[src/design/phold_defines.svh]
`ifndef PHOLD_DEFINES_SVH
`define PHOLD_DEFINES_SVH

// Event word fields
`define PHOLD_TW 16
`define PHOLD_NIDB 3
`define PHOLD_NRB 8
`define PHOLD_OFS_W 8

// Number of logical processes
`define PHOLD_NLP 8

// History store geometry
`define PHOLD_HIST_DEPTH 16
`define PHOLD_HIST_AW 4
`define PHOLD_CNT_W 5

// Rollback buffer
`define PHOLD_RB_DEPTH 16

// Smallest lookahead between an event and the event it schedules
`define PHOLD_MIN_GAP 10

`endif

[src/design/phold_pkg.sv]
`include "phold_defines.svh"

package phold_pkg;

   // Event message as it travels between LPs
   typedef struct packed {
      logic [11:0]              pad;     // Always zero
      logic                     cancel;  // 1 marks an anti-message
      logic [`PHOLD_NIDB-1:0]   lp;
      logic [`PHOLD_TW-1:0]     ts;
   } evt_msg_t;

   // Processed event kept in an LP history
   typedef struct packed {
      logic                     pad;
      logic [`PHOLD_NIDB-1:0]   target;  // LP of the event it scheduled
      logic [`PHOLD_OFS_W-1:0]  offset;  // Time gap to the scheduled event
      logic                     cancel;
      logic [`PHOLD_NIDB-1:0]   lp;
      logic [`PHOLD_TW-1:0]     ts;
   } hist_entry_t;

   typedef union packed {
      evt_msg_t    msg;
      hist_entry_t ent;
   } hist_word_u;

   typedef struct packed {
      logic                     valid;
      evt_msg_t                 msg;
      logic [`PHOLD_TW-1:0]     gvt;
      logic [`PHOLD_NRB-1:0]    rnd;
   } evt_in_t;

   typedef struct packed {
      logic     valid;
      evt_msg_t msg;
   } msg_out_t;

   typedef struct packed {
      logic                        en;
      logic [`PHOLD_NIDB-1:0]      lp;
      logic [`PHOLD_HIST_AW-1:0]   idx;
      hist_word_u                  word;
      logic                        cnt_en;
      logic [`PHOLD_CNT_W-1:0]     cnt;
   } hist_wr_t;

   typedef struct packed {
      logic     valid;
      logic     has_main;
      evt_msg_t main;
   } scan_done_t;

endpackage

[src/design/history_store.sv]
`include "phold_defines.svh"

module history_store import phold_pkg::*; (
   input  logic                      clk,
   input  logic                      arst_n,
   input  logic [`PHOLD_NIDB-1:0]    rd_lp,
   input  logic [`PHOLD_HIST_AW-1:0] rd_idx,
   output hist_word_u                rd_word,
   output logic [`PHOLD_CNT_W-1:0]   cnt,
   input  hist_wr_t                  wr
);

   localparam int NWORDS = `PHOLD_NLP * `PHOLD_HIST_DEPTH;

   hist_word_u                mem [NWORDS];
   logic [`PHOLD_CNT_W-1:0]   cnt_q [`PHOLD_NLP];

   // LP id selects the bank, index the slot within it
   always_ff @(posedge clk) begin
      if (wr.en) begin
         mem[{wr.lp, wr.idx}] <= wr.word;
      end
      rd_word <= mem[{rd_lp, rd_idx}];  // Old data on a same-address write
   end

   // Entry count per LP, updated once per processed event
   always_ff @(posedge clk or negedge arst_n) begin
      if (!arst_n) begin
         for (int i = 0; i < `PHOLD_NLP; i++) begin
            cnt_q[i] <= '0;
         end
      end else if (wr.cnt_en) begin
         cnt_q[wr.lp] <= wr.cnt;
      end
   end

   assign cnt = cnt_q[rd_lp];  // Bounds the scan of the selected LP

endmodule

[src/design/history_filter.sv]
`include "phold_defines.svh"

module history_filter import phold_pkg::*; (
   input  logic                      clk,
   input  logic                      arst_n,
   input  evt_in_t                   evt,
   output logic                      ready,
   output logic [`PHOLD_NIDB-1:0]    rd_lp,
   output logic [`PHOLD_HIST_AW-1:0] rd_idx,
   input  hist_word_u                rd_word,
   input  logic [`PHOLD_CNT_W-1:0]   cnt,
   output hist_wr_t                  wr,
   output logic                      rb_push,
   output hist_word_u                rb_word,
   output scan_done_t                scan_done,
   input  logic                      seq_done
);

   localparam int CW = `PHOLD_CNT_W;
   localparam int TW = `PHOLD_TW;
   localparam int OW = `PHOLD_OFS_W;
   localparam int AW = `PHOLD_HIST_AW;

   localparam logic [1:0] IDLE   = 2'd0;
   localparam logic [1:0] SCAN   = 2'd1;
   localparam logic [1:0] APPEND = 2'd2;
   localparam logic [1:0] EMIT   = 2'd3;

   logic [1:0]            state;
   evt_msg_t              cur;
   logic [TW-1:0]         gvt;
   logic [`PHOLD_NRB-1:0] rnd;
   logic [CW-1:0]         rd_i;
   logic [CW-1:0]         wr_i;
   logic                  rd_vld;
   logic                  discard;  // Current event was cancelled against an entry
   evt_msg_t              cncl_msg;

   hist_entry_t           ent;
   logic                  issue;
   logic                  expired;
   logic                  match;
   logic                  hit;
   logic                  rollback;
   logic                  keep;
   logic                  do_app;
   logic [OW-1:0]         gen_ofs;
   logic [TW-1:0]         gen_ts;
   hist_entry_t           app_ent;
   evt_msg_t              hit_msg;
   evt_msg_t              null_msg;
   evt_msg_t              new_msg;

   assign ready  = (state == IDLE);
   assign rd_lp  = cur.lp;
   assign rd_idx = rd_i[AW-1:0];
   assign ent    = rd_word.ent;

   // Entry classification, in priority order
   assign issue    = (state == SCAN) && (rd_i < cnt);
   assign expired  = ent.ts < gvt;
   assign match    = (ent.cancel != cur.cancel) && (ent.ts == cur.ts) && !discard;
   assign hit      = rd_vld && !expired && match;
   assign rollback = !cur.cancel && !ent.cancel && (ent.ts > cur.ts);
   assign keep     = rd_vld && !expired && !match && !rollback;

   assign rb_push = rd_vld && !expired && !match && rollback;
   assign rb_word = rd_word;

   // Scheduled event sits at least MIN_GAP ahead
   assign gen_ofs = OW'(`PHOLD_MIN_GAP) + OW'(rnd[4:0]);
   assign gen_ts  = cur.ts + TW'(gen_ofs);
   assign do_app  = (state == APPEND) && !cur.cancel && !discard &&
                    (wr_i < CW'(`PHOLD_HIST_DEPTH));

   always_comb begin
      app_ent        = '0;
      app_ent.target = rnd[`PHOLD_NRB-1:5];
      app_ent.offset = gen_ofs;
      app_ent.lp     = cur.lp;
      app_ent.ts     = cur.ts;
      hit_msg        = '0;
      hit_msg.cancel = 1'b1;
      hit_msg.lp     = ent.target;
      hit_msg.ts     = ent.ts + TW'(ent.offset);  // Undo what the entry scheduled
      new_msg        = '0;
      new_msg.lp     = rnd[`PHOLD_NRB-1:5];
      new_msg.ts     = gen_ts;
      null_msg        = '0;
      null_msg.cancel = 1'b1;
   end

   // Kept entries are compacted in place, then the new entry goes on top
   always_comb begin
      wr     = '0;
      wr.lp  = cur.lp;
      wr.idx = wr_i[AW-1:0];
      if (state == SCAN) begin
         wr.en   = keep;
         wr.word = rd_word;
      end else if (state == APPEND) begin
         wr.en       = do_app;
         wr.word.ent = app_ent;
         wr.cnt_en   = 1'b1;
         wr.cnt      = wr_i + CW'(do_app);
      end
   end

   always_comb begin
      scan_done          = '0;
      scan_done.valid    = (state == APPEND);
      scan_done.has_main = 1'b1;  // Every event yields one main message
      if (discard && cur.cancel) begin
         scan_done.main = cncl_msg;
      end else if (discard || cur.cancel) begin
         scan_done.main = null_msg;
      end else begin
         scan_done.main = new_msg;
      end
   end

   always_ff @(posedge clk or negedge arst_n) begin
      if (!arst_n) begin
         state   <= IDLE;
         rd_i    <= '0;
         wr_i    <= '0;
         rd_vld  <= 1'b0;
         discard <= 1'b0;
      end else begin
         rd_vld <= issue;  // Store answers one cycle later
         case (state)
            IDLE: begin
               if (evt.valid) begin
                  state   <= SCAN;
                  rd_i    <= '0;
                  wr_i    <= '0;
                  discard <= 1'b0;
               end
            end
            SCAN: begin
               if (issue) rd_i <= rd_i + 1'b1;
               if (keep) wr_i <= wr_i + 1'b1;
               if (hit) discard <= 1'b1;
               if (!issue && !rd_vld) state <= APPEND;
            end
            APPEND: state <= EMIT;
            EMIT: begin
               if (seq_done) state <= IDLE;
            end
            default: state <= IDLE;
         endcase
      end
   end

   always_ff @(posedge clk) begin
      if (ready && evt.valid) begin
         cur <= evt.msg;
         gvt <= evt.gvt;
         rnd <= evt.rnd;
      end
      if (hit && cur.cancel) begin
         cncl_msg <= hit_msg;
      end
   end

endmodule

[src/design/rollback_fifo.sv]
`include "phold_defines.svh"

module rollback_fifo import phold_pkg::*; (
   input  logic       clk,
   input  logic       arst_n,
   input  logic       push,
   input  hist_word_u din,
   input  logic       pop,
   output hist_word_u head,
   output logic       empty
);

   localparam int AW = $clog2(`PHOLD_RB_DEPTH);

   hist_word_u mem [`PHOLD_RB_DEPTH];
   logic [AW:0] wr_ptr;  // Extra bit tells full from empty
   logic [AW:0] rd_ptr;

   always_ff @(posedge clk) begin
      if (push) begin
         mem[wr_ptr[AW-1:0]] <= din;
      end
   end

   always_ff @(posedge clk or negedge arst_n) begin
      if (!arst_n) begin
         wr_ptr <= '0;
         rd_ptr <= '0;
      end else begin
         if (push) begin
            wr_ptr <= wr_ptr + 1'b1;
         end
         if (pop && !empty) begin
            rd_ptr <= rd_ptr + 1'b1;
         end
      end
   end

   // Oldest entry is visible without a pop
   assign head  = mem[rd_ptr[AW-1:0]];
   assign empty = (wr_ptr == rd_ptr);

endmodule

[src/design/msg_sequencer.sv]
`include "phold_defines.svh"

module msg_sequencer import phold_pkg::*; (
   input  logic       clk,
   input  logic       arst_n,
   input  scan_done_t scan_done,
   input  hist_word_u head,
   input  logic       empty,
   output logic       pop,
   output msg_out_t   msg_out,
   output logic       seq_done
);

   localparam int TW = `PHOLD_TW;

   localparam logic [1:0] S_IDLE = 2'd0;
   localparam logic [1:0] S_NEXT = 2'd1;  // Cancellation for the head entry
   localparam logic [1:0] S_ROLL = 2'd2;  // Rollback of the head entry

   logic [1:0] state;
   evt_msg_t   cncl_msg;
   evt_msg_t   roll_msg;

   // Anti-message for the event the rolled-back entry scheduled
   always_comb begin
      cncl_msg        = '0;
      cncl_msg.cancel = 1'b1;
      cncl_msg.lp     = head.ent.target;
      cncl_msg.ts     = head.ent.ts + TW'(head.ent.offset);  // Wraps at timestamp width
      roll_msg        = '0;
      roll_msg.lp     = head.msg.lp;
      roll_msg.ts     = head.msg.ts;  // Re-sent as a regular event
   end

   assign pop = (state == S_ROLL);

   always_ff @(posedge clk or negedge arst_n) begin
      if (!arst_n) begin
         state    <= S_IDLE;
         msg_out  <= '0;
         seq_done <= 1'b0;
      end else begin
         msg_out.valid <= 1'b0;
         seq_done      <= 1'b0;
         case (state)
            S_IDLE: begin
               if (scan_done.valid) begin
                  state <= S_NEXT;
                  if (scan_done.has_main) begin
                     msg_out.valid <= 1'b1;
                     msg_out.msg   <= scan_done.main;
                  end
               end
            end
            S_NEXT: begin
               if (!empty) begin
                  state         <= S_ROLL;
                  msg_out.valid <= 1'b1;
                  msg_out.msg   <= cncl_msg;
               end else begin
                  state    <= S_IDLE;
                  seq_done <= 1'b1;  // Last message went out last cycle
               end
            end
            S_ROLL: begin
               state         <= S_NEXT;
               msg_out.valid <= 1'b1;
               msg_out.msg   <= roll_msg;
            end
            default: state <= S_IDLE;
         endcase
      end
   end

endmodule

[src/design/phold_core.sv]
`include "phold_defines.svh"

module phold_core import phold_pkg::*; (
   input  logic     clk,
   input  logic     arst_n,
   input  evt_in_t  evt_in,
   output msg_out_t msg_out,
   output logic     ready
);

   logic [`PHOLD_NIDB-1:0]    rd_lp;
   logic [`PHOLD_HIST_AW-1:0] rd_idx;
   hist_word_u                rd_word;
   logic [`PHOLD_CNT_W-1:0]   cnt;
   hist_wr_t                  wr;
   logic                      rb_push;
   hist_word_u                rb_word;
   logic                      rb_pop;
   logic                      rb_empty;
   hist_word_u                rb_head;
   scan_done_t                scan_done;
   logic                      seq_done;

   history_store u_store (
      .clk     (clk),
      .arst_n  (arst_n),
      .rd_lp   (rd_lp),
      .rd_idx  (rd_idx),
      .rd_word (rd_word),
      .cnt     (cnt),
      .wr      (wr)
   );

   history_filter u_filter (
      .clk       (clk),
      .arst_n    (arst_n),
      .evt       (evt_in),
      .ready     (ready),
      .rd_lp     (rd_lp),
      .rd_idx    (rd_idx),
      .rd_word   (rd_word),
      .cnt       (cnt),
      .wr        (wr),
      .rb_push   (rb_push),
      .rb_word   (rb_word),
      .scan_done (scan_done),
      .seq_done  (seq_done)
   );

   // Holds at most one LP worth of rolled-back entries
   rollback_fifo u_rb_fifo (
      .clk    (clk),
      .arst_n (arst_n),
      .push   (rb_push),
      .din    (rb_word),
      .pop    (rb_pop),
      .head   (rb_head),
      .empty  (rb_empty)
   );

   msg_sequencer u_seq (
      .clk       (clk),
      .arst_n    (arst_n),
      .scan_done (scan_done),
      .head      (rb_head),
      .empty     (rb_empty),
      .pop       (rb_pop),
      .msg_out   (msg_out),
      .seq_done  (seq_done)
   );

endmodule

[config.mk]
export PLATFORM = sky130hd
export DESIGN_NAME = phold_core
export DESIGN_NICKNAME = d
export VERILOG_FILES = /design/src/design/phold_pkg.sv /design/src/design/history_store.sv /design/src/design/history_filter.sv /design/src/design/rollback_fifo.sv /design/src/design/msg_sequencer.sv /design/src/design/phold_core.sv
export VERILOG_INCLUDE_DIRS = /design/src /design/src/design
export SDC_FILE = /design/constraint.sdc
export NUM_CORES = 2
export LEC_CHECK = 0
export BUFFER_PORTS_ARGS = -buffer_cell sky130_fd_sc_hd__buf_2
export CORE_UTILIZATION = 23
export DETAILED_ROUTE_END_ITERATION = 6
export GPL_ROUTABILITY_DRIVEN = 0
export SYNTH_ARGS = -nofsm -noshare
export SYNTH_HDL_FRONTEND = slang
export SYNTH_MEMORY_MAX_BITS = 65536
export SYNTH_SLANG_ARGS = --single-unit
[constraint.sdc]
create_clock -name clk -period 15.85 [get_ports clk]
set_input_delay 0.7925 -clock clk [delete_from_list [all_inputs] [get_ports clk]]
set_output_delay 0.7925 -clock clk [all_outputs]
set_load 0.01 [all_outputs]
Word level (Yosys, flattened, before mapping)
Memories as Yosys holds them, arrays and structs flattened. A register that Yosys moved wholly into a read port is not among the register bits.
Cells that the tools add are included.
Operators by class
  bitwise operators: 1
  reductions and logical operators: 38
  equality and inequality tests: 16
  magnitude comparators: 6
  multiplexer cells: 37
  add/sub/neg operators: 9
Operator list (number)
  one-hot mux 33 bit (3 select lines): 1
  two-way mux 33 bit: 2
  two-way mux 32 bit: 2
  adder 16 x 8 -> 16 bit: 3
  bitwise mux 40 bit: 1
  two-way mux 37 bit: 1
  two-way mux 5 bit: 6
  adder 5 x 1 -> 5 bit, second input constant: 4
  two-way mux 20 bit: 1
  one-hot mux 5 bit (2 select lines): 2
  logical AND 1 bit: 19
  == test 16 bit: 1
  greater-than comparator 16 bit: 1
  less-than comparator 16 bit: 1
  binary-select mux 5 bit (select 3 bit): 1
  demux 5 bit (select 3 bit): 1
  AND reduction 3 bit: 5
  two-way mux 1 bit: 10
  two-way mux 2 bit: 5
  zero test 1 bit: 9
  != test 2 x 1 -> 1 bit, second input constant: 4
  != test 2 bit, second input constant: 4
  one-hot mux 2 bit (4 select lines): 1
  adder 4 x 5 -> 6 bit, first input constant: 1
  other kinds (17): 21
Word-level totals
  memories kept: 2
  register bits after elaboration: 163
  input port bits: 59
  bits in writable memories: 4608
  output and inout bits: 34
Memory list
  u_store.mem: depth 128, bits a word 32, read ports 1, clocked after memory_dff 1, write ports 1, RTL line history_store.sv:15  | hist_word_u mem [NWORDS];
  u_rb_fifo.mem: depth 16, bits a word 32, read ports 1, clocked after memory_dff 0, write ports 1, RTL line rollback_fifo.sv:15  | hist_word_u mem [`PHOLD_RB_DEPTH];

Logic depth before layout (Yosys ltp)
  depth in word-level cells: 10
  mapped depth: 16
  mapped depth without buffers: 11

Hierarchy
Synthesis repeated with hierarchy kept, for this count alone.
Unflattened totals
  cells, all modules: 7757
  area, all modules: 185708.1 um2
By module, submodules not included
  history_store: instances 1, sequential area each 124639.5 um2, cells each 6102, area each 158094.1 um2
  rollback_fifo: instances 1, sequential area each 15625.0 um2, cells each 859, area each 19900.3 um2
  history_filter: instances 1, sequential area each 2242.2 um2, cells each 597, area each 5714.2 um2
  msg_sequencer: instances 1, sequential area each 900.9 um2, cells each 199, area each 1999.4 um2

Least setup slack after synthesis
Ideal clock, no wire load.
  path kind: register to register
  from: register u_filter.cur (netlist bit u_filter.rd_lp[0])
  to: memory u_store.mem[0][16] in the netlist's numbering, data pin
  clock period less this slack: 7.652 ns
  arrival time: 6.456 ns
  path slack: 8.198 ns
  library setup time: 1.197 ns
  buffers on the path: 3
  cell stages (with the launch flop): 6
  cells stage by stage: edfxtp_1 > clkbuf_1 > clkbuf_1 > clkbuf_1 > nand2_1 > o21ai_0
RTL lines
  start: declaration: RTL line history_filter.sv:30  | evt_msg_t cur;
  start signal: assignment: RTL line history_filter.sv:157  | cur <= evt.msg;
  end: declaration: RTL line history_store.sv:15

Final worst setup path
  from: register u_store.rd_word[1] in the netlist's numbering, read port of u_store.mem
  to: memory u_store.mem[113][10] in the netlist's numbering, enable pin
On the way
  longest elaborated chain between the ends: 9
  elaborated cells on any way between the ends: 15
  those cells by class: order compare: 2; eq/ne: 1; mux: 3; reduce/logical: 9
RTL lines
  start: declaration: RTL line history_store.sv:8  | output hist_word_u rd_word,
  branches (longest 5 deep; another with less-than comparator 16 bit)
  logical AND 1 bit (*): RTL line history_filter.sv:65  | assign keep = rd_vld && !expired && !match && !rollback;
  two-way mux 1 bit (*): RTL line history_filter.sv:98  | if (state == SCAN) begin
  two-way mux 1 bit (*): RTL line history_store.sv:20  | if (wr.en) begin
  two-way mux 1 bit (not written as such) (*): RTL line history_store.sv:21  | mem[{wr.lp, wr.idx}] <= wr.word;
Mark *: on every way between the ends.

==> flow_summary_export.csv <==
group,metric,value,unit
finish,fillerInstances,75700,
worst_setup_path,worst-path-max-fanout,33,
yosys,synthCells,7527,
yosys,synth-main-ff-cell,"edfxtp_1",
yosys,avgSynthCellArea,23.7,µm²
finish,final_nets,8140,
finish,layout-drive-gt1-share,31.5,%
worst_setup_path,critPathArrivalTime,6770,ps
yosys,yosys_warnings,0,
pwr,p_per_area,166,nW/µm²
worst_setup_path,slowest_delay,1140,ps
route,drc_errors,1,
worst_setup_path,worstReg2RegStart,"u_store.rd_word[1]",
finish,fin_cells,18600,
placement,place_inst,17700,
sta,hold_ws,246,ps
route,first_pass_iters,7,
sta,worst_pin_slew,1450,ps
worst_setup_path,cp_cell_sequence,"ha_1 -> nor2b_1 -> o211ai_1 -> a2111oi_0 -> nor4b_1 -> o2111a_1 -> o21ai_4 -> buf_4 -> buf_4 -> nor3_2 -> buf_4",
run_status,outcome,"complete, but fails checks",
route,wl,461000,µm
floorplan,initial_utilization,23.1,%
cts,clockRootBuffer,"clkbuf_16",
yosys,ys_async_sr_fraction,1.90,%
cts,cts_resized,0,
cts,h-tree-depth,5,
global_route,grt_pass1_vias,83900,
route,vias_per_cell,4.48,
cts,tritoncts,"done",
route,antenna_left,0,
finish,layout_common_cells,"4511 x edfxtp_1, 1393 x mux4_2, 454 x clkbuf_16",
route,post_drt_wl_per_cell,24.7,µm
global_route,grt_pass1_wl,646000,µm
sta,finalSetupViolations,0,
cts,cts_sinks,4630,
route,drtIter0Drc,10700,
cts,clockBufferDepth,4,
worst_setup_path,start_kind,"register",
placement,place_area,194000,µm²
yosys,synth-edff-count,4511,
yosys,yosysSeqAreaShare,77.4,%
sta,slew_headroom,3.23,%
sta,finalHoldViolations,0,
hold_path,min_path_type,"in -> async",
floorplan,dieArea,781000,µm²
sta,rsz0062_at_grt,"false",
worst_setup_path,crit_path_start,"u_store.rd_word[1]",
sta,slew_viol_final,0,
run,maxCapViolations,0,
yosys,syn_area,179000,µm²
floorplan,core_area,774000,µm²
cts,clk_pin_slew,60,ps
finish,final_common_cell,"edfxtp_1",
worst_setup_path,critPathCaptureType,"register",
sta,finalCritPeriodShare,38.5,%
worst_setup_path,worstSetupPathType,"reg -> reg",
global_route,grt_max_degree,114,
global_route,grt.overflow.total,0,
floorplan,num_rows,323,
sta,setup_tns,0,ps
cts,clock_latency,1020,ps
yosys,yosys.cell_types.count,63,
worst_setup_path,cp_num_buf_inv,3,
yosys,ys_seq_elements,4630,
sta,finalCriticalPeriod,6110,ps
global_route,grt_antenna_before_repair,22,
worst_setup_path,critical_path_required,16510,ps
finish,syn_to_final_growth,16.7,%
worst_setup_path,cpLargestDelayFamily,"simple AND/OR/NAND/NOR gates",
floorplan,io_pins,93,
pwr,vdd.ir_drop.worst,165,µV
run_status,violations,"DRC",
sta,fmax,164,MHz
worst_setup_path,crit_slowest_cell,"dfxtp_1",
route,vias,83500,
finish,stdcell_area,209000,µm²
pwr,p_leak,62.7,nW
worst_setup_path,cp_common_cell,"buf_4",
cts,cts_buffers,446,
placement,hpwl,246000,µm
placement,portBuffers,68,
floorplan,fp.dieH,883,µm
global_route,track_usage,11.3,%
floorplan,die_w,883,µm
sta,fin_skew,80.8,ps
-- metrics by stage --
step                      total power [W]  utilization, %  setup WS (ps)
after floorplan                    0.0214               -           8200
after global placement             0.0243            25.0           9680
after detailed placement           0.0245            25.1           9710
after CTS                          0.0348            26.9           9740
after global routing               0.0357            26.9           9590
final                              0.0346            26.9           9740
-- sequential cells by signal (all words and copies together), names as in the netlist, 3 cells and up --
signal,count
u_filter.app_ent,16
u_filter.cncl_msg,19
u_filter.gvt,16
u_filter.rd_i,5
u_filter.rd_lp,3
u_filter.rnd,8
u_filter.wr_i,5
u_rb_fifo.mem,480
u_rb_fifo.rd_ptr,5
u_rb_fifo.wr_ptr,5
u_seq.msg_out,21
u_store.cnt_q,40
u_store.mem,3968
u_store.rd_word,31
-- routing by layer --
layer	GRT usage, %	share of wire [%]	up-vias
met4	3.00	2.7	6
met5	0	0.0076	-
met3	2.15	8.4	659
li1	-	-	33300
met2	18.3	47	3628
met1	15.6	41	45900
-- path summary, 6_finish.rpt --
| path | end | slack, ps | cells past startpoint |
|---|---|---|---|
| worst max-delay path | u_store.mem[113][10] | 9740 | 11 |
| worst max register to register | u_store.mem[113][10] | 9740 | 11 |
| min in group clk | u_filter.discard | 310 | 3 |
| worst min register to register | u_store.cnt_q[16] | 470 | 2 |
| max in group asynchronous | u_filter.rd_i[0] | 14270 | 3 |
| worst min-delay path | u_seq.msg_out[14] | 250 | 2 |
-- final cells by class --
cell class | count | area, µm² | share of cell area, %
antenna | 4 | 10.0 | 0.00480
sequential | 4630 | 138000 | 66.3
multi-input combinational | 2441 | 39700 | 19.0
clock inverter | 268 | 2410 | 1.15
tap | 10200 | 12800 | 6.14
timing repair buffer | 426 | 3320 | 1.59
inverter | 60 | 225 | 0.108
clock buffer | 562 | 11800 | 5.66
-- synth_stat cells, types with 18 or more instances --
master,n,share of area [%]
and2_1,21,0.074
o21ai_0,90,0.25
nor2_1,112,0.24
mux2i_1,85,0.48
buf_4,18,0.076
mux2_2,51,0.32
edfxtp_1,4511,76
clkbuf_1,221,0.46
mux4_2,1393,18
a22oi_1,19,0.080
o22ai_1,48,0.17
a21oi_1,48,0.13
inv_1,59,0.12
dfrtp_1,88,1.2
xnor2_1,37,0.18
nand2_1,140,0.29
buf_2,107,0.30
ha_1,73,0.51
nand3_1,27,0.076
dfxtp_1,31,0.35
nor2b_1,21,0.074
buf_1,55,0.12
a221o_1,31,0.17
nor3_1,77,0.22
-- where the power goes --
part / leakage, nW / switching (W) / internal [W]
registers: 42.7 / 0.000326 / 0.0155
clock network: 6.91 / 0.00459 / 0.00585
logic: 13.1 / 0.00541 / 0.00301
-- cell families (layout without fill, tap and decap cells) --
logic type | count (synthesis) | after routing | share of synthesized area [%]
muxes | 1529 | 1529 | 18.4
and+or+nand+nor | 453 | 453 | 1.17
buffers and inverters | 467 | 1316 | 1.12
DFF | 4630 | 4630 | 77.4
AOI/OAI and AO/OA | 317 | 317 | 1.17
other | 1 | 16 | 0.00210
xor gates and xnor gates | 54 | 54 | 0.265
adders and majority gates | 76 | 76 | 0.545
-- timing repair --
item / in CTS / in global routing
setup buffers: 0 / 0
hold endpoints to repair: 67 / 0
hold buffers: 45 / 0
Note: power is estimated with default switching activity, not from simulation.
